<file path="config.mk">
export PLATFORM = sky130hd
export DESIGN_NAME = m2v_ctrl
export DESIGN_NICKNAME = d
export VERILOG_FILES = /design/src/common/m2v_ctrl_pkg.sv /design/src/design/m2v_cmd_decode.sv /design/src/design/m2v_host_regs.sv /design/src/design/m2v_mb_state.sv /design/src/design/m2v_ctrl.sv
export VERILOG_INCLUDE_DIRS = /design/src /design/src/common
export SDC_FILE = /design/constraint.sdc
export NUM_CORES = 1
export LEC_CHECK = 0
export BUFFER_PORTS_ARGS = -buffer_cell sky130_fd_sc_hd__clkbuf_2
export CORE_MARGIN = 4
export CORE_UTILIZATION = 45
export CTS_CLUSTER_DIAMETER = 60
export DETAILED_ROUTE_END_ITERATION = 10
export PLACE_DENSITY = 0.74
export SYNTH_ARGS = -nofsm -noshare
export SYNTH_HDL_FRONTEND = slang
export SYNTH_SLANG_ARGS = --single-unit
</file>
<file path="constraint.sdc">
create_clock -name clk -period 7.2 [get_ports clk]
set_clock_uncertainty 0.1 [all_clocks]
set_input_delay 1.8 -clock clk [delete_from_list [all_inputs] [get_ports clk]]
set_output_delay 1.8 -clock clk [all_outputs]
set_load 0.1 [all_outputs]
</file>
<file path="src/common/m2v_ctrl_cfg.svh">
// ------------------------------------------------------------
// MPEG-2 decode controller configuration
// Field widths, I/O addresses and register bit positions
// ------------------------------------------------------------
`ifndef M2V_CTRL_CFG_SVH
`define M2V_CTRL_CFG_SVH

// Macroblock position widths
`define M2V_MBX_WIDTH 6
`define M2V_MBY_WIDTH 5
`define M2V_MBX_ADDER 6
`define M2V_MVH_WIDTH 16

// I/O command addresses (B operand, low nibble)
`define M2V_IO_CONTROL   4'd1
`define M2V_IO_VIDEOINFO 4'd2
`define M2V_IO_MAX_MBXY  4'd3
`define M2V_IO_QMATRIX   4'd4
`define M2V_IO_SLICEVERT 4'd5
`define M2V_IO_QSCODE    4'd6
`define M2V_IO_MB_ADDR   4'd7
`define M2V_IO_MB_QSCODE 4'd8

// Control word bits, shared by commands and host status
`define M2V_CN_BLK_START 0
`define M2V_CN_BLK_END   2
`define M2V_CN_IRQ_SEQ   3
`define M2V_CN_IRQ_PIC   4
`define M2V_CN_PAUSE     5
`define M2V_CN_ERROR     6
`define M2V_CN_SOFTRESET 7

// Video info field selects
`define M2V_VI_WIDTH  13
`define M2V_VI_HEIGHT 14
`define M2V_VI_FRATE  15

// Quantiser matrix and quantiser code flags
`define M2V_QM_INTRA  8
`define M2V_QM_CUSTOM 9
`define M2V_QC_SLICE  5
`define M2V_QC_COPY   6

`endif

</file>
<file path="src/common/m2v_ctrl_pkg.sv">
// ------------------------------------------------------------
// MPEG-2 decode controller shared types
// Operand words, macroblock fields and the I/O command word
// ------------------------------------------------------------
`include "m2v_ctrl_cfg.svh"

package m2v_ctrl_pkg;

	typedef logic [15:0] word16_t;
	typedef logic [3:0]  io_addr_t;

	typedef logic [`M2V_MBX_WIDTH-1:0] mbx_t;
	typedef logic [`M2V_MBY_WIDTH-1:0] mby_t;
	typedef logic [4:0]                qscode_t;

	// ----------------------------------------------------------
	// B operand of an I/O command
	// ----------------------------------------------------------

	// Register access view
	typedef struct packed {
		logic [11:0] rsvd;
		io_addr_t    addr;
	} io_reg_op_t;

	// Side information view for stage 1
	typedef struct packed {
		logic [6:0] rsvd;
		logic       side;
		logic       mb_valid;
		logic       mvec_v;
		logic       mvec_h;
		logic       pict;
		logic [3:0] rsvd_lo;
	} io_side_op_t;

	typedef union packed {
		io_reg_op_t  reg_op;
		io_side_op_t side_op;
	} io_cmd_u;

endpackage

</file>
<file path="src/design/m2v_cmd_decode.sv">
// ------------------------------------------------------------
// MPEG-2 decode controller command decoder
// Captures custom-instruction commands, drives the per-address
// write strobes and stage strobes, forms the command result
// ------------------------------------------------------------
`timescale 1ns/1ps
`include "m2v_ctrl_cfg.svh"

module m2v_cmd_decode (
	input  logic                  clk,
	input  logic                  reset_n,
	input  logic                  custom_start,
	input  logic [2:0]            custom_select,
	input  m2v_ctrl_pkg::word16_t custom_adata,
	input  m2v_ctrl_pkg::word16_t custom_bdata,
	input  logic                  pause,
	input  logic                  mb_wait,
	input  logic                  ready_isdq,
	input  logic                  ready_idct,
	input  logic                  ready_mc,
	input  logic [2:0]            s1_block,
	input  logic                  s1_coded,
	output logic                  custom_done,
	output m2v_ctrl_pkg::word16_t custom_result,
	output m2v_ctrl_pkg::word16_t adata,
	output logic                  wr_control,
	output logic                  wr_videoinfo,
	output logic                  wr_max_mbxy,
	output logic                  wr_qmatrix,
	output logic                  wr_slicevert,
	output logic                  wr_qscode,
	output logic                  wr_mb_addr,
	output logic                  pict_valid,
	output logic                  mvec_h_valid,
	output logic                  mvec_v_valid,
	output logic                  s0_valid,
	output logic                  rl_valid,
	output logic [5:0]            run
);
	import m2v_ctrl_pkg::*;

	word16_t  adata_q;
	word16_t  bdata_q;
	logic     io_stb_q;
	logic     rl_stb_q;
	logic     io_start;
	logic     rl_start;
	io_cmd_u  cmd;
	logic     reg_stb;
	logic     side_stb;
	io_addr_t addr;

	// Only I/O commands and run/level pairs are accepted
	assign io_start = custom_start & custom_select[2];
	assign rl_start = custom_start & (custom_select == 3'd0);

	always_ff @(posedge clk) begin
		if (io_start | rl_start) begin
			adata_q <= custom_adata;
			bdata_q <= custom_bdata;
		end
	end

	// One-cycle command strobes, also the done pulse
	always_ff @(posedge clk or negedge reset_n) begin
		if (!reset_n) begin
			io_stb_q <= 1'b0;
			rl_stb_q <= 1'b0;
		end else begin
			io_stb_q <= io_start;
			rl_stb_q <= rl_start;
		end
	end

	assign custom_done = io_stb_q | rl_stb_q;
	assign adata       = adata_q;

	// ----------------------------------------------------------
	// B operand decode
	// ----------------------------------------------------------
	assign cmd      = bdata_q;
	assign addr     = cmd.reg_op.addr;
	assign side_stb = io_stb_q & cmd.side_op.side;
	assign reg_stb  = io_stb_q & ~cmd.side_op.side;

	assign wr_control   = reg_stb & (addr == `M2V_IO_CONTROL);
	assign wr_videoinfo = reg_stb & (addr == `M2V_IO_VIDEOINFO);
	assign wr_max_mbxy  = reg_stb & (addr == `M2V_IO_MAX_MBXY);
	assign wr_qmatrix   = reg_stb & (addr == `M2V_IO_QMATRIX);
	assign wr_slicevert = reg_stb & (addr == `M2V_IO_SLICEVERT);
	assign wr_qscode    = reg_stb & (addr == `M2V_IO_QSCODE);
	assign wr_mb_addr   = reg_stb & (addr == `M2V_IO_MB_ADDR);

	// Stage 1 side information
	assign pict_valid   = side_stb & cmd.side_op.pict;
	assign mvec_h_valid = side_stb & cmd.side_op.mvec_h;
	assign mvec_v_valid = side_stb & cmd.side_op.mvec_v;
	assign s0_valid     = side_stb & cmd.side_op.mb_valid;

	// Direct run/level pair
	assign rl_valid = rl_stb_q;
	assign run      = bdata_q[5:0];

	// ----------------------------------------------------------
	// Command result
	// ----------------------------------------------------------
	always_comb begin
		custom_result = '0;
		if (io_stb_q) begin
			case (addr)
				`M2V_IO_MB_ADDR: custom_result = {15'd0, mb_wait};
				// Run/level engine always reads stopped, never escape
				`M2V_IO_CONTROL: custom_result = {6'd0, ~pause, s1_block, ready_mc,
					ready_idct, ready_isdq, 1'b1, 1'b0, s1_coded};
				default: custom_result = '0;
			endcase
		end
	end

endmodule

</file>
<file path="src/design/m2v_host_regs.sv">
// ------------------------------------------------------------
// MPEG-2 decode controller host registers
// Status and video info readback, interrupt flags, soft reset
// and the block and picture strobes to all stages
// ------------------------------------------------------------
`timescale 1ns/1ps
`include "m2v_ctrl_cfg.svh"

module m2v_host_regs (
	input  logic                  clk,
	input  logic                  reset_n,
	input  logic                  control_address,
	input  logic                  control_read,
	input  logic                  control_write,
	input  logic [31:0]           control_writedata,
	input  logic                  wr_control,
	input  logic                  wr_videoinfo,
	input  m2v_ctrl_pkg::word16_t adata,
	output logic [31:0]           control_readdata,
	output logic                  control_readdatavalid,
	output logic                  irq,
	output logic                  pause,
	output logic                  softreset,
	output logic                  block_start,
	output logic                  block_end,
	output logic                  picture_complete
);

	logic        host_wr_status;
	logic        pic_set;
	logic        irq_seq_q;
	logic        irq_pic_q;
	logic        pause_q;
	logic        error_q;
	logic        softreset_q;
	logic [7:0]  pictures_q;
	logic [9:0]  width_q;
	logic [9:0]  height_q;
	logic [3:0]  frate_q;
	logic        rd_addr_q;
	logic        rd_valid_q;
	logic [31:0] status;
	logic [31:0] video;

	assign host_wr_status = control_write & ~control_address;
	assign pic_set        = wr_control & adata[`M2V_CN_IRQ_PIC];

	// ----------------------------------------------------------
	// Control flags
	// ----------------------------------------------------------

	// Host write-one-to-clear wins over a command set
	always_ff @(posedge clk or negedge reset_n) begin
		if (!reset_n) begin
			irq_seq_q <= 1'b0;
			irq_pic_q <= 1'b0;
			pause_q   <= 1'b0;
			error_q   <= 1'b0;
		end else begin
			if (host_wr_status & control_writedata[`M2V_CN_IRQ_SEQ])
				irq_seq_q <= 1'b0;
			else if (wr_control & adata[`M2V_CN_IRQ_SEQ])
				irq_seq_q <= 1'b1;
			if (host_wr_status & control_writedata[`M2V_CN_IRQ_PIC])
				irq_pic_q <= 1'b0;
			else if (pic_set)
				irq_pic_q <= 1'b1;
			if (host_wr_status & control_writedata[`M2V_CN_PAUSE])
				pause_q <= 1'b0;
			else if (pic_set)
				pause_q <= 1'b1;
			if (host_wr_status & control_writedata[`M2V_CN_ERROR])
				error_q <= 1'b0;
			else if (wr_control & adata[`M2V_CN_ERROR])
				error_q <= 1'b1;
		end
	end

	// Decoder comes out of reset held in soft reset
	always_ff @(posedge clk or negedge reset_n) begin
		if (!reset_n) begin
			softreset_q <= 1'b1;
			pictures_q  <= '0;
		end else begin
			if (host_wr_status)
				softreset_q <= control_writedata[`M2V_CN_SOFTRESET];
			if (softreset_q)
				pictures_q <= '0;
			else if (pic_set)
				pictures_q <= pictures_q + 8'd1;
		end
	end

	assign irq              = irq_seq_q | irq_pic_q;
	assign pause            = pause_q;
	assign softreset        = softreset_q;
	assign block_start      = wr_control & adata[`M2V_CN_BLK_START];
	assign block_end        = wr_control & adata[`M2V_CN_BLK_END];
	assign picture_complete = pic_set;

	// ----------------------------------------------------------
	// Video info
	// ----------------------------------------------------------
	always_ff @(posedge clk or negedge reset_n) begin
		if (!reset_n) begin
			width_q  <= '0;
			height_q <= '0;
			frate_q  <= '0;
		end else if (wr_videoinfo) begin
			if (adata[`M2V_VI_WIDTH])
				width_q <= adata[9:0];
			if (adata[`M2V_VI_HEIGHT])
				height_q <= adata[9:0];
			if (adata[`M2V_VI_FRATE])
				frate_q <= adata[3:0];
		end
	end

	// ----------------------------------------------------------
	// Host readback, one cycle latency
	// ----------------------------------------------------------
	always_ff @(posedge clk or negedge reset_n) begin
		if (!reset_n) begin
			rd_addr_q  <= 1'b0;
			rd_valid_q <= 1'b0;
		end else begin
			rd_addr_q  <= control_address;
			rd_valid_q <= control_read;
		end
	end

	always_comb begin
		status                  = '0;
		status[31:24]           = pictures_q;
		status[`M2V_CN_IRQ_SEQ] = irq_seq_q;
		status[`M2V_CN_IRQ_PIC] = irq_pic_q;
		status[`M2V_CN_PAUSE]   = pause_q;
		status[`M2V_CN_ERROR]   = error_q;
	end

	assign video = {frate_q, 8'd0, height_q, width_q};

	assign control_readdata      = rd_addr_q ? video : status;
	assign control_readdatavalid = rd_valid_q;

endmodule

</file>
<file path="src/design/m2v_mb_state.sv">
// ------------------------------------------------------------
// MPEG-2 decode controller macroblock state
// Position counter with wrap-around and quantiser scale codes
// ------------------------------------------------------------
`timescale 1ns/1ps
`include "m2v_ctrl_cfg.svh"

module m2v_mb_state (
	input  logic                  clk,
	input  logic                  reset_n,
	input  logic                  wr_max_mbxy,
	input  logic                  wr_slicevert,
	input  logic                  wr_mb_addr,
	input  logic                  wr_qscode,
	input  m2v_ctrl_pkg::word16_t adata,
	output m2v_ctrl_pkg::mbx_t    mb_x,
	output m2v_ctrl_pkg::mby_t    mb_y,
	output m2v_ctrl_pkg::qscode_t mb_qscode,
	output logic                  mb_wait
);
	import m2v_ctrl_pkg::*;

	mbx_t                      last_x;
	mby_t                      last_y;
	logic [`M2V_MBX_ADDER-1:0] cur_x;
	mby_t                      cur_y;
	logic [`M2V_MBX_ADDER:0]   last_x_wide;
	logic [`M2V_MBX_ADDER:0]   inc_sum;
	logic [`M2V_MBX_ADDER:0]   wrap_sum;
	qscode_t                   slice_qs;
	qscode_t                   mb_qs;

	assign last_x_wide = {{(`M2V_MBX_ADDER - `M2V_MBX_WIDTH + 1){1'b0}}, last_x};
	assign inc_sum     = {1'b0, cur_x} + {{(`M2V_MBX_ADDER - 5){1'b0}}, adata[5:0]};

	// x - (last + 1), the top bit clears once x is past the last column
	assign wrap_sum = {1'b0, cur_x} + ~last_x_wide;
	assign mb_wait  = ~wrap_sum[`M2V_MBX_ADDER];

	always_ff @(posedge clk or negedge reset_n) begin
		if (!reset_n) begin
			last_x <= '0;
			last_y <= '0;
		end else if (wr_max_mbxy) begin
			last_x <= adata[`M2V_MBX_WIDTH-1:0];
			last_y <= adata[`M2V_MBY_WIDTH+7:8];
		end
	end

	// Wrap one row per idle clock; rows restart after the last one
	always_ff @(posedge clk or negedge reset_n) begin
		if (!reset_n) begin
			cur_x <= '0;
			cur_y <= '0;
		end else if (wr_slicevert) begin
			cur_x <= last_x_wide[`M2V_MBX_ADDER-1:0];
			cur_y <= adata[`M2V_MBY_WIDTH-1:0];
		end else if (wr_mb_addr) begin
			cur_x <= inc_sum[`M2V_MBX_ADDER-1:0];
		end else if (mb_wait) begin
			cur_x <= wrap_sum[`M2V_MBX_ADDER-1:0];
			cur_y <= (cur_y == last_y) ? '0 : cur_y + 1'b1;
		end
	end

	// Quantiser scale codes
	always_ff @(posedge clk or negedge reset_n) begin
		if (!reset_n) begin
			slice_qs <= '0;
			mb_qs    <= '0;
		end else if (wr_qscode) begin
			if (adata[`M2V_QC_COPY])
				mb_qs <= slice_qs;
			else if (!adata[`M2V_QC_SLICE])
				mb_qs <= adata[4:0];
			if (adata[`M2V_QC_SLICE])
				slice_qs <= adata[4:0];
		end
	end

	assign mb_x      = cur_x[`M2V_MBX_WIDTH-1:0];
	assign mb_y      = cur_y;
	assign mb_qscode = mb_qs;

endmodule

</file>
<file path="src/design/m2v_ctrl.sv">
// ------------------------------------------------------------
// MPEG-2 video decode controller, register and command layer
// Connects the command decoder, host registers and macroblock state
// ------------------------------------------------------------
`timescale 1ns/1ps
`include "m2v_ctrl_cfg.svh"

module m2v_ctrl (
	input  logic                       clk,
	input  logic                       reset_n,
	// Host control port
	input  logic                       control_address,
	input  logic                       control_read,
	output logic [31:0]                control_readdata,
	input  logic                       control_write,
	input  logic [31:0]                control_writedata,
	output logic                       control_readdatavalid,
	output logic                       irq,
	// Command port
	input  logic                       custom_start,
	input  logic [2:0]                 custom_select,
	input  m2v_ctrl_pkg::word16_t      custom_adata,
	input  m2v_ctrl_pkg::word16_t      custom_bdata,
	output logic                       custom_done,
	output m2v_ctrl_pkg::word16_t      custom_result,
	// Stage 1 side information
	output logic [`M2V_MVH_WIDTH-1:0]  s0_data,
	output logic                       pict_valid,
	output logic                       mvec_h_valid,
	output logic                       mvec_v_valid,
	output logic                       s0_valid,
	output m2v_ctrl_pkg::mbx_t         s0_mb_x,
	output m2v_ctrl_pkg::mby_t         s0_mb_y,
	output m2v_ctrl_pkg::qscode_t      s0_mb_qscode,
	input  logic [2:0]                 s1_block,
	input  logic                       s1_coded,
	// Inverse scan and dequantiser
	input  logic                       ready_isdq,
	output logic [5:0]                 run,
	output logic                       level_sign,
	output logic [10:0]                level_data,
	output logic                       rl_valid,
	output logic                       qm_valid,
	output logic                       qm_custom,
	output logic                       qm_intra,
	output logic [7:0]                 qm_value,
	// Later stages
	input  logic                       ready_idct,
	input  logic                       ready_mc,
	output logic                       softreset,
	output logic                       block_start,
	output logic                       block_end,
	output logic                       picture_complete
);
	import m2v_ctrl_pkg::*;

	word16_t adata;
	logic    pause;
	logic    mb_wait;
	logic    wr_control;
	logic    wr_videoinfo;
	logic    wr_max_mbxy;
	logic    wr_qmatrix;
	logic    wr_slicevert;
	logic    wr_qscode;
	logic    wr_mb_addr;

	m2v_cmd_decode m2v_cmd_decode_i (
		.clk, .reset_n,
		.custom_start, .custom_select, .custom_adata, .custom_bdata,
		.pause, .mb_wait,
		.ready_isdq, .ready_idct, .ready_mc, .s1_block, .s1_coded,
		.custom_done, .custom_result, .adata,
		.wr_control, .wr_videoinfo, .wr_max_mbxy, .wr_qmatrix,
		.wr_slicevert, .wr_qscode, .wr_mb_addr,
		.pict_valid, .mvec_h_valid, .mvec_v_valid, .s0_valid,
		.rl_valid, .run
	);

	m2v_host_regs m2v_host_regs_i (
		.clk, .reset_n,
		.control_address, .control_read, .control_write, .control_writedata,
		.wr_control, .wr_videoinfo, .adata,
		.control_readdata, .control_readdatavalid,
		.irq, .pause, .softreset, .block_start, .block_end, .picture_complete
	);

	m2v_mb_state m2v_mb_state_i (
		.clk, .reset_n,
		.wr_max_mbxy, .wr_slicevert, .wr_mb_addr, .wr_qscode, .adata,
		.mb_x      (s0_mb_x),
		.mb_y      (s0_mb_y),
		.mb_qscode (s0_mb_qscode),
		.mb_wait
	);

	// Quantiser matrix pass-through
	assign qm_valid  = wr_qmatrix;
	assign qm_intra  = adata[`M2V_QM_INTRA];
	assign qm_custom = adata[`M2V_QM_CUSTOM];
	assign qm_value  = adata[7:0];

	// Side data and signed level from the A operand
	assign s0_data    = adata[`M2V_MVH_WIDTH-1:0];
	assign level_sign = adata[11];
	assign level_data = adata[10:0];

endmodule

</file>
### After elaboration in Yosys (flattened, before gate mapping)

Index checks and enable logic that the tools add are counted.

| storage, ports and cells | value |
|---|---|
| word-level logic and storage cells | 103 |
| register bits after elaboration | 98 |

| operators by class | value |
|---|---|
| bitwise logic cells | 33 |
| reduce and logical (&&, ||, !) cells | 12 |
| $add $sub $neg | 4 |
| muxes and demuxes | 21 |
| equality and inequality tests | 12 |

Operators with widths:

| cell | count |
|---|---|
| 2-to-1 mux 32 bit | 1 |
| 2-to-1 mux 5 bit | 6 |
| AND 1 bit | 25 |
| one-hot mux 10 bit (2 select lines) | 1 |
| 2-to-1 mux 6 bit | 3 |
| == test 4 x 3 -> 1 bit (second input constant) | 4 |
| 2-to-1 mux 16 bit | 1 |
| 2-to-1 mux 8 bit | 2 |
| AND reduction 2 bit | 6 |
| nonzero test 2 bit | 5 |
| adder 8 x 1 -> 8 bit (second input constant) | 1 |
| == test 4 x 2 -> 1 bit (second input constant) | 2 |
| adder 6 x 7 -> 7 bit | 1 |
| 2-to-1 mux 1 bit | 7 |
| inverter 6 -> 7 bit | 1 |
| adder 6 bit | 1 |
| adder 5 x 1 -> 5 bit (second input constant) | 1 |
| == test 5 bit | 1 |
| == test 4 x 1 -> 1 bit (second input constant) | 1 |
| inequality test 2 x 1 -> 1 bit (second input constant) | 2 |
| inverter 1 bit | 4 |
| logical NOT 3 bit | 1 |
| inequality test 3 bit (second input constant) | 1 |
| OR 1 bit | 3 |
| inequality test 2 bit (second input constant) | 1 |

### Logic depth before layout (Yosys ltp)

Gate-level depths: netlist of the first run.

| logic depth | value |
|---|---|
| word-level depth | 6 |
| mapped depth | 8 |
| depth with buffers taken out | 8 |

### Cells and area by module

Synthesis of the first run repeated with hierarchy kept, for this count alone.

| unflattened totals | value |
|---|---|
| cell total of the unflattened synthesis | 462 |
| area, all modules | 5,168.7 µm² |

By module, submodules not included:

| module | times used | area an instance (µm²) | cells an instance | sequential area each (µm²) |
|---|---|---|---|---|
| m2v_mb_state | 1 | 2,053.2 | 212 | 800.8 |
| m2v_host_regs | 1 | 1,779.2 | 147 | 977.2 |
| m2v_cmd_decode | 1 | 1,171.1 | 81 | 800.8 |
| m2v_ctrl | 1 | 165.2 | 22 | 0.0 |

### Worst setup path after synthesis of the first run

OpenSTA, ideal clock, no wires.

| timing path | value |
|---|---|
| path type | register -> output |
| start point | register m2v_cmd_decode_i.bdata_q[1] |
| end point | output port custom_result[3] |
| path slack | 1,416 ps |
| data required time | 5,300 ps |
| arrival time | 3,884 ps |
| stages on the path, launching flop included | 4 |
| path through | edfxtp_1 -> buf_2 -> nor3_1 -> and2_1 |

| between the ends | value |
|---|---|
| cells in the longest elaborated chain, start to end | 3 |

RTL lines:

| item | line | RTL |
|---|---|---|
| start: declaration | m2v_cmd_decode.sv:43 | `word16_t bdata_q;` |
| start signal: assignment | m2v_cmd_decode.sv:60 | `bdata_q <= custom_bdata;` |
| == test 4 x 1 -> 1 bit / == test 4 x 3 -> 1 bit (equally long branches) | m2v_cmd_decode.sv:110 | `case (addr)` |
| one-hot mux 10 bit (2 select lines) * | m2v_cmd_decode.sv:110 |  |
| 2-to-1 mux 16 bit * | m2v_cmd_decode.sv:109 | `if (io_stb_q) begin` |
| end: declaration | m2v_ctrl.sv:25 | `output m2v_ctrl_pkg::word16_t custom_result,` |

Mark *: on every way between the ends. The rest lies on a longest branch, timed or not.

### Worst setup path after layout of the first run

| timing path | value |
|---|---|
| start point | register m2v_mb_state_i.cur_x[0], in the netlist m2v_mb_state_i.mb_x[0] |
| end point | output port custom_result[0] |

| between the ends | value |
|---|---|
| cells in the longest elaborated chain, start to end | 4 |

RTL lines:

| item | line | RTL |
|---|---|---|
| start: declaration | m2v_mb_state.sv:25 | `` logic [`M2V_MBX_ADDER-1:0] cur_x; `` |
| start signal: assignment | m2v_mb_state.sv:56 | `` cur_x <= last_x_wide[`M2V_MBX_ADDER-1:0]; `` |
| start signal: assignment | m2v_mb_state.sv:59 | `` cur_x <= inc_sum[`M2V_MBX_ADDER-1:0]; `` |
| start signal: assignment | m2v_mb_state.sv:61 | `` cur_x <= wrap_sum[`M2V_MBX_ADDER-1:0]; `` |
| adder 6 x 7 -> 7 bit | m2v_mb_state.sv:37 | `assign wrap_sum = {1'b0, cur_x} + ~last_x_wide;` |
| inverter 1 bit | m2v_mb_state.sv:38 | `` assign mb_wait = ~wrap_sum[`M2V_MBX_ADDER]; `` |
| one-hot mux 10 bit (2 select lines) | m2v_cmd_decode.sv:110 |  |
| 2-to-1 mux 16 bit | m2v_cmd_decode.sv:109 |  |

No other way between the ends.

==> flow_metrics.py, run 1 <==
metrics = {
    "grt": {
        "grt-ovfl-total": 0,
        "grt_use_total_pct": 18.70,
        "grt_first_pass_wirelength_microns": 19130,
        "grt_max_degree": 74,
        "grt_antenna_before_repair": 0,
        "grt_pass1_vias": 3705,
    },
    "die": {
        "row_count": 38,
        "floorplan.initialDensity_pct": 46.62,
        "die-width_microns": 114.7,
        "num_io_pins": 201,
        "fp.dieArea_sq_mm": 0.01315,
        "die_y_microns": 114.7,
        "coreArea_sq_mm": 0.01098,
    },
    "logic_synthesis": {
        "synth-edff-count": 25,
        "synth_largest_area_cell": "dfrtp_1",
        "post_synth_inst_count": 431,
        "async_flop_share_pct": 74.49,
        "synth-warning-count": 0,
        "yosysSeqAreaShare_pct": 50.37,
        "syn-cell-area_sq_mm": 0.005120,
        "postSynthRegisterBits": 98,
        "synth_area_per_cell_sq_um": 11.88,
        "ys_types": 61,
        "yosys_most_used_dff": "dfrtp_1",
        "synth.top_cell.area_share_pct": 35.19,
        "synth_area_leaders": "dfrtp_1 (35%), edfxtp_1 (15%), mux2_2 (7.3%)",
    },
    "route": {
        "detail_route.drc_violations": 0,
        "route.antenna.remaining_nets": 0,
        "dr_total_vias": 3631,
        "drt_pre_antenna_iters": 4,
        "first_iter_violations": 101,
        "totalWireLength_microns": 12040,
        "drt-wirelength-per-cell_microns": 17.17,
        "viasPerCell": 5.180,
    },
    "timing": {
        "worst_max_slew_pin_slew_ps": 933.0,
        "final.min_clock_period_ps": 4696,
        "fmax_mhz": 212.9,
        "layout_setup_ws_ps": 2504,
        "layout_worst_path_cycle_share_pct": 65.23,
        "setup_tns_ps": 0,
        "slew-limit-headroom_pct": 37.80,
        "finalHoldViolations": 0,
        "setup_violations": 0,
        "rsz_0062_raised_after_global_routing": "false",
        "timing.final.max_slew_violations": 0,
    },
    "place": {
        "post-place-ws_ps": 2771,
        "finalWeightedCongestion": 0.8482,
        "post-dp-hpwl_microns": 8851,
        "port_buffers": 155,
        "post_dp_cell_area_sq_mm": 0.005744,
    },
    "pwr": {
        "p_per_area_mw_per_mm2": 391.4,
        "sw_frac_of_total_pct": 48.03,
        "total_leakage_power_nw": 3.060,
        "pwr-share-seq_pct": 32.2,
        "worst_vdd_ir_v": 0.0003060,
        "internal_power_component_mw": 1.231,
        "power_frac_clock_pct": 20.6,
        "pwr-share-comb_pct": 47.2,
        "net-switching-power_mw": 1.138,
    },
    "job": {
        "max_cap_viol_count": 0,
    },
    "cells_and_area": {
        "post-route-cell-area_sq_mm": 0.006052,
        "layout.cells.most_common": "clkbuf_2",
        "multi_input_area_sq_mm": 0.002163,
        "post_route_cells_drive_above_1_share_pct": 42.07,
        "layout.nets": 651,
        "area_growth_pct": 18.21,
        "seqCellArea_sq_mm": 0.002579,
        "antenna_cells": 0,
        "fillers": 927,
        "layout_common_cells": "clkbuf_2 (154), dfrtp_1 (72), mux2_2 (33)",
    },
    "critical_path": {
        "worst-endpoint-required_ps": 5300,
        "worst_setup_path_start_kind": "flip-flop",
        "worst-endpoint-arrival_ps": 2800,
        "cp-end-kind": "output pin",
        "maximum_fanout_encountered_on_the_critical_timing_path": 5,
        "path_class": "reg -> out",
        "rr_worst_depth": 7,
    },
    "cts": {
        "cts_setup_buffers": 0,
        "clockRootBuffer": "clkbuf_16",
        "worstSkewPairLatency_ps": 350,
        "cts_tree": "done",
        "cts-buffers-inserted": 9,
        "cts_resized": 0,
        "clk_transition_reported_paths_ps": 70,
        "htree_num_levels": 3,
        "cts_stage_hold_buffer_count": 0,
        "clock_path_buffers": 2,
        "cts.sink_count": 98,
    },
    "hold_path": {
        "hold_class": "reg -> reg",
        "hold-path-cell-count": 2,
    },
    "run_status": {
        "run_status": "finished, final reports clean",
    },
}
-- registers in the layout, summed over array words and instances (netlist names), 5 cells and up --
| signal | count |
|---|---|
| m2v_host_regs_i.pictures_q | 8 |
| m2v_cmd_decode_i.bdata_q | 9 |
| m2v_mb_state_i.mb_y | 5 |
| m2v_mb_state_i.slice_qs | 5 |
| m2v_mb_state_i.last_y | 5 |
| m2v_host_regs_i.width_q | 10 |
| m2v_host_regs_i.height_q | 10 |
| m2v_mb_state_i.mb_x | 6 |
| m2v_mb_state_i.last_x | 6 |
| m2v_mb_state_i.mb_qscode | 5 |
| m2v_cmd_decode_i.adata | 16 |
-- power groups by stage --
stage / clock network, mW / logic [mW] / registers [mW]
global route: 0.525 / 1.18 / 0.776
finish: 0.489 / 1.12 / 0.762
global placement: 0 / 1.09 / 0.770
CTS: 0.501 / 1.12 / 0.762
floorplan: 0 / 0.640 / 1.07
detailed placement: 0 / 1.12 / 0.772
-- path summary, 6_finish.rpt --
path | start | to | slack (ps)
hold / removal | m2v_mb_state_i.slice_qs[1] | m2v_mb_state_i.slice_qs[1] | 390
min in group asynchronous | reset_n | m2v_host_regs_i.pictures_q[3] | 1470
max in group asynchronous | reset_n | m2v_mb_state_i.slice_qs[4] | 4900
hold reg to reg | m2v_mb_state_i.slice_qs[1] | m2v_mb_state_i.slice_qs[1] | 390
setup reg to reg | m2v_mb_state_i.mb_x[0] | m2v_mb_state_i.mb_x[5] | 4580
setup / recovery | m2v_mb_state_i.mb_x[0] | custom_result[0] | 2500
-- through the flow --
step           power, mW  hold slack [ps]  utilization, %  cells
2_1_floorplan      1.707            342.4               -    441
3_3_place_gp       1.859            360.0           52.30    685
3_5_place_dp       1.891            372.1           52.30    685
4_1_cts            2.386            386.7           55.10    701
5_1_grt            2.483            409.7           55.10    701
6_report           2.368            388.4           55.10    701
-- metal layers --
layer	vias to the layer above	wire length (microns)	GRT usage, %	part of all wire, %
li1	1728	-	-	-
met1	1763	5146	24.80	43
met2	125	5868	30.27	49
met3	15	887	4.863	7.4
met4	0	135	5.463	1.1
met5	-	0	0	0
-- Yosys cell counts (3+ instances only) --
cell / number
buf_4: 40
o21ai_0: 14
mux2i_1: 9
a21oi_2: 3
a21o_1: 6
mux2_4: 12
nand3b_1: 3
nor3_1: 5
nand2_1: 15
ha_1: 13
buf_6: 3
nand4_1: 5
mux2_2: 33
and3_1: 7
nor2_1: 22
xor2_1: 9
nor2b_1: 7
edfxtp_1: 25
and2_1: 25
a21oi_1: 21
inv_1: 13
clkbuf_1: 5
nand3_1: 5
or2_2: 3
and3_2: 3
dfrtp_1: 72
xnor2_1: 9
-- cells by family (layout without fill, tap and decap cells) --
kind of cell | after synthesis | count (layout) | synth area share [%]
other | 1 | 11 | 0.07324
buffers and inverters | 64 | 184 | 8.113
and+or+nand+nor | 117 | 117 | 13.59
AOI/OAI and AO/OA | 64 | 64 | 8.285
DFF | 98 | 98 | 50.37
muxes | 54 | 54 | 12.54
xor gates and xnor gates | 18 | 18 | 3.079
adders and majority gates | 15 | 15 | 3.959
-- critical path: stages, from the launching register on --
cell	delay (ps)
dfrtp_1	420
ha_1	250
fa_1	460
a211oi_2	330
o21bai_1	130
a21oi_2	270
nand3b_1	150
a21oi_1	80
clkbuf_2	370
-- area by class of cell --
class                           instances  share of cell area, %
Timing Repair Buffer                  155                  12.86
Clock buffer                           13                  4.652
Clock inverter                          3                 0.4342
Tap cell                              140                  2.894
Multi-Input combinational cell        279                  35.75
Sequential cell                        98                  42.61
Inverter                               13                 0.8063
Note: power is estimated with default switching activity, not from simulation.
==> inputs of run 2 (changes only) <==
- CORE_UTILIZATION: 45 -> 44
- PLACE_DENSITY: 0.74 -> 0.75
- clock period: 7.2 -> 3.9 ns (I/O delays scaled with it)
==> flow_metrics.py, run 2 (same netlist as run 1, synthesis figures left out) <==
metrics = {
    "grt": {
        "grt_max_degree": 74,
        "grt-ovfl-total": 0,
        "grt_use_total_pct": 18.48,
        "grt_pass1_vias": 3612,
        "grt_antenna_before_repair": 0,
        "grt_first_pass_wirelength_microns": 18890,
    },
    "cts": {
        "htree_num_levels": 3,
        "clk_transition_reported_paths_ps": 70,
        "cts_stage_hold_buffer_count": 0,
        "cts.sink_count": 98,
        "clockRootBuffer": "clkbuf_16",
        "cts_setup_buffers": 0,
        "clock_path_buffers": 2,
        "worstSkewPairLatency_ps": 340,
        "cts-buffers-inserted": 9,
        "cts_tree": "done",
        "cts_resized": 0,
    },
    "critical_path": {
        "cp_slowest_stage_delay_ps": 430,
        "critical_path_buf_inv_count": 1,
        "cp-end-kind": "output pin",
        "path_cells": "ha_1 -> fa_1 -> a211oi_2 -> o21bai_1 -> a21oi_2 -> nand3b_1 -> a21oi_4 -> buf_2",
        "worst-endpoint-required_ps": 2820,
        "critPathSlowestCell": "fa_1",
        "path_class": "reg -> out",
        "worst_setup_path_start_kind": "flip-flop",
        "worst-endpoint-arrival_ps": 2720,
        "maximum_fanout_encountered_on_the_critical_timing_path": 5,
        "crit_family": "compound AO/OA/AOI/OAI gates",
    },
    "timing": {
        "final.hold.worst_slack_ps": 383.7,
        "layout_worst_path_cycle_share_pct": 97.25,
        "setup_violations": 0,
        "timing.final.max_slew_violations": 0,
        "worst_max_slew_pin_slew_ps": 946.9,
        "finalHoldViolations": 0,
        "final.min_clock_period_ps": 3793,
        "slew-limit-headroom_pct": 36.87,
        "fmax_mhz": 263.7,
        "rsz_0062_raised_after_global_routing": "false",
    },
    "place": {
        "port_buffers": 155,
        "numPlacedInstances": 691,
        "finalWeightedCongestion": 0.8298,
        "post-dp-hpwl_microns": 8757,
    },
    "cells_and_area": {
        "antenna_cells": 0,
        "utilization_pct": 53.56,
        "post_route_cells_drive_above_1_share_pct": 43.09,
        "layout.cells.most_common": "clkbuf_2",
        "largest_register_ff_count": 16,
        "number_of_standard_cells_in_the_layout_taps_in_and_fillers_out": 707,
        "layout_common_cells": "clkbuf_2 (153), dfrtp_1 (72), mux2_2 (33)",
        "layout.nets": 654,
        "area_growth_pct": 19.45,
    },
    "die": {
        "floorplan.initialDensity_pct": 44.84,
        "die-width_microns": 115.9,
        "row_count": 39,
        "fp.dieArea_sq_mm": 0.01343,
        "num_io_pins": 201,
        "coreArea_sq_mm": 0.01142,
        "die_y_microns": 115.9,
    },
    "pwr": {
        "worst_vdd_ir_v": 0.0005106,
        "final_power_mw": 4.412,
        "p_per_area_mw_per_mm2": 721.4,
        "total_leakage_power_nw": 3.083,
    },
    "route": {
        "first_iter_violations": 246,
        "detail_route.drc_violations": 0,
        "drt_pre_antenna_iters": 4,
        "dr_total_vias": 3666,
        "route.antenna.remaining_nets": 0,
        "viasPerCell": 5.185,
        "drt-wirelength-per-cell_microns": 17.23,
        "totalWireLength_microns": 12180,
    },
    "hold_path": {
        "hold_class": "reg -> reg",
    },
    "job": {
        "max_cap_viol_count": 0,
    },
    "run_status": {
        "run_status": "finished, final reports clean",
    },
}
[run 2: worst reg2reg max path, cell delays in order, from the launching register on]
cell and delay [ps]:
dfrtp_1 420, ha_1 250, fa_1 430, a211oi_2 330
o21bai_1 150, a21oi_2 250, nand2_1 190, a311o_1 360
[run 2: area by class of cell]
type	instances	area (sq um)
fill	1038	5303
sequential	98	2579
multi-input combinational	279	2191
timing repair buffer	158	800.8
clock buffer	13	270.3
tap	143	178.9
inverter	13	48.80
clock inverter	3	47.55
[run 2: power by group]
group | switching (mW) | internal [mW] | total (mW)
clock network | 0.385 | 0.553 | 0.938
registers | 0.178 | 1.22 | 1.40
logic | 1.54 | 0.542 | 2.08
total | 2.10 | 2.31 | 4.41
[run 2: routing by layer]
layer | track usage [%] | share of wire (%)
met1 | 25.76 | 44
met5 | 0 | 0
met3 | 3.864 | 5.8
met2 | 29.04 | 48
met4 | 5.955 | 1.5
[run 2: worst paths after layout]
path	endpoint	slack, ps	cells after the start	from
worst min register to register	m2v_host_regs_i.height_q[1]	380	2	m2v_host_regs_i.height_q[1]
worst max register to register	m2v_mb_state_i.mb_x[5]	1300	7	m2v_mb_state_i.mb_x[0]
min in group asynchronous	m2v_host_regs_i.rd_addr_q	650	1	reset_n
worst max-delay path	custom_result[0]	110	8	m2v_mb_state_i.mb_x[0]
worst min-delay path	m2v_host_regs_i.height_q[1]	380	2	m2v_host_regs_i.height_q[1]
max in group asynchronous	m2v_mb_state_i.mb_x[2]	2410	1	reset_n
[run 2: through the flow]
stage          TNS (ps)  area, sq um  setup WS (ps)
6_report              0         6116          107.3
5_1_grt               0         6116          39.19
4_1_cts               0         6116          51.15
3_5_place_dp          0         5798          435.2
3_3_place_gp          0         5798          475.9
2_1_floorplan    -532.4         5185         -88.73
==> inputs of run 3 (changes only) <==
- SETUP_SLACK_MARGIN: not set -> 0.4
==> flow_metrics.py, run 3 (same netlist as run 1, synthesis figures left out) <==
metrics = {
    "grt": {
        "grt-ovfl-total": 0,
        "grt_antenna_before_repair": 0,
        "grt_pass1_vias": 3644,
        "grt_max_degree": 74,
        "grt_first_pass_wirelength_microns": 18950,
        "grt_use_total_pct": 18.47,
    },
    "place": {
        "finalWeightedCongestion": 0.8094,
        "post-dp-hpwl_microns": 8844,
        "post-place-ws_ps": 399.2,
        "port_buffers": 155,
        "post_dp_cell_area_sq_mm": 0.005797,
    },
    "timing": {
        "worst_max_slew_pin_slew_ps": 932.7,
        "setup_violations": 0,
        "fmax_mhz": 291.6,
        "layout_worst_path_cycle_share_pct": 87.92,
        "final.min_clock_period_ps": 3429,
        "layout_setup_ws_ps": 471.2,
        "timing.final.max_slew_violations": 0,
        "slew-limit-headroom_pct": 37.82,
        "rsz_0062_raised_after_global_routing": "false",
        "finalHoldViolations": 0,
    },
    "die": {
        "die-width_microns": 115.9,
        "coreArea_sq_mm": 0.01142,
        "row_count": 39,
        "die_y_microns": 115.9,
        "num_io_pins": 201,
        "fp.dieArea_sq_mm": 0.01343,
        "floorplan.initialDensity_pct": 44.84,
    },
    "cts": {
        "worstSkewPairLatency_ps": 350,
        "cts_stage_hold_buffer_count": 0,
        "cts.sink_count": 98,
        "cts_tree": "done",
        "cts-buffers-inserted": 9,
        "clk_transition_reported_paths_ps": 60,
        "htree_num_levels": 3,
        "clockRootBuffer": "clkbuf_16",
        "clock_path_buffers": 2,
    },
    "route": {
        "drt_pre_antenna_iters": 4,
        "totalWireLength_microns": 12250,
        "route.antenna.remaining_nets": 0,
        "first_iter_violations": 136,
        "detail_route.drc_violations": 0,
        "drt-wirelength-per-cell_microns": 17.23,
        "dr_total_vias": 3666,
        "viasPerCell": 5.156,
    },
    "critical_path": {
        "regToRegSetupSlack_ps": 1330,
        "path_class": "reg -> out",
        "timing.rr.start": "m2v_mb_state_i.mb_x[0]",
        "cp_slowest_stage_delay_ps": 400,
        "maximum_fanout_encountered_on_the_critical_timing_path": 3,
        "worst-endpoint-required_ps": 2820,
        "worstReg2RegEnd": "m2v_mb_state_i.mb_y[0]",
        "critPathSlowestCell": "dfrtp_2",
        "rr_worst_depth": 9,
        "worst_setup_path_start_kind": "flip-flop",
        "worst-endpoint-arrival_ps": 2350,
        "path_cells": "ha_2 -> fa_2 -> a211oi_2 -> o21bai_1 -> a21oi_2 -> nand3b_1 -> a21oi_4 -> buf_12",
        "cp-end-kind": "output pin",
    },
    "cells_and_area": {
        "layout_common_cells": "clkbuf_2 (152), dfrtp_1 (67), mux2_2 (33)",
        "layout.nets": 658,
        "antenna_cells": 0,
        "area_growth_pct": 20.14,
        "layout.cells.most_common": "clkbuf_2",
        "post-route-cell-area_sq_mm": 0.006151,
        "largest_register_ff_count": 16,
        "post_route_cells_drive_above_1_share_pct": 44.54,
    },
    "job": {
        "max_cap_viol_count": 0,
    },
    "hold_path": {
        "hold-path-cell-count": 2,
        "hold_class": "reg -> reg",
        "hold_end": "m2v_host_regs_i.height_q[6]",
        "hold_crit_start": "m2v_host_regs_i.height_q[6]",
    },
    "pwr": {
        "p_per_area_mw_per_mm2": 719.5,
        "worst_vdd_ir_v": 0.0004586,
        "total_leakage_power_nw": 3.082,
    },
    "run_status": {
        "run_status": "finished, final reports clean",
    },
}
==> run 3: stage by stage <==
step / total power [mW] / hold slack [ps] / std cells / TNS (ps) / util (%)
6_report: 4.426 / 376.2 / 711 / 0 / 53.87
5_1_grt: 4.652 / 399.7 / 711 / 0 / 53.87
3_5_place_dp: 3.494 / 366.3 / 690 / 0 / 50.77
3_3_place_gp: 3.445 / 358.0 / 690 / 0 / 50.77
2_1_floorplan: 3.160 / 342.4 / 441 / -532.4 / -
4_1_cts: 4.409 / 380.5 / 708 / 0 / 53.59
==> run 3: final cells by class <==
| type | instances | area (sq um) |
|---|---|---|
| Fill cell | 993 | 5268 |
| Clock inverter | 5 | 53.80 |
| Timing Repair Buffer | 162 | 845.8 |
| Tap cell | 143 | 178.9 |
| Clock buffer | 11 | 242.7 |
| Inverter | 13 | 48.80 |
| Multi-Input combinational cell | 279 | 2196 |
| Sequential cell | 98 | 2585 |
==> run 3: what timing repair did <==
action	CTS	global route
setup buffers	2	3
resized for setup	3	4
pin swaps	2	4
endpoints found under the setup margin	1	2
==> run 3: worst max path at each step <==
| stage | startpoint | end | slack, ps | cells past startpoint |
|---|---|---|---|---|
| detailed placement | m2v_mb_state_i.mb_x[0] | custom_result[0] | 400 | 8 |
| CTS | m2v_mb_state_i.mb_x[0] | custom_result[0] | 450 | 8 |
| global route | m2v_mb_state_i.last_x[0] | custom_result[0] | 390 | 9 |
| finish | m2v_mb_state_i.mb_x[0] | custom_result[0] | 470 | 8 |
| floorplan | m2v_cmd_decode_i.bdata_q[3] | custom_result[3] | -90 | 3 |
| global placement | m2v_mb_state_i.mb_x[0] | custom_result[0] | 460 | 8 |
==> run 3: per-layer routing <==
layer  share of wire [%]  track usage (%)
met1                  41            22.94
met2                  52            32.22
met3                 5.3            4.021
met4                 1.3            5.723
met5                   0                0
==> run 3: report_power, final <==
group          switching (mW)  total [mW]  internal (mW)
Combinational            1.55        2.14          0.586
Sequential              0.172        1.40           1.22
Clock                   0.383       0.895          0.512
Total                    2.10        4.43           2.32
==> run 3: worst max-delay path: cells and delay by family (launching register included) <==
family	cells	cell delay, ps
AOI/OAI and AO/OA	4	670
adders and majority gates	2	590
DFF	1	400
and+or+nand+nor	1	170
buffers and inverters	1	170
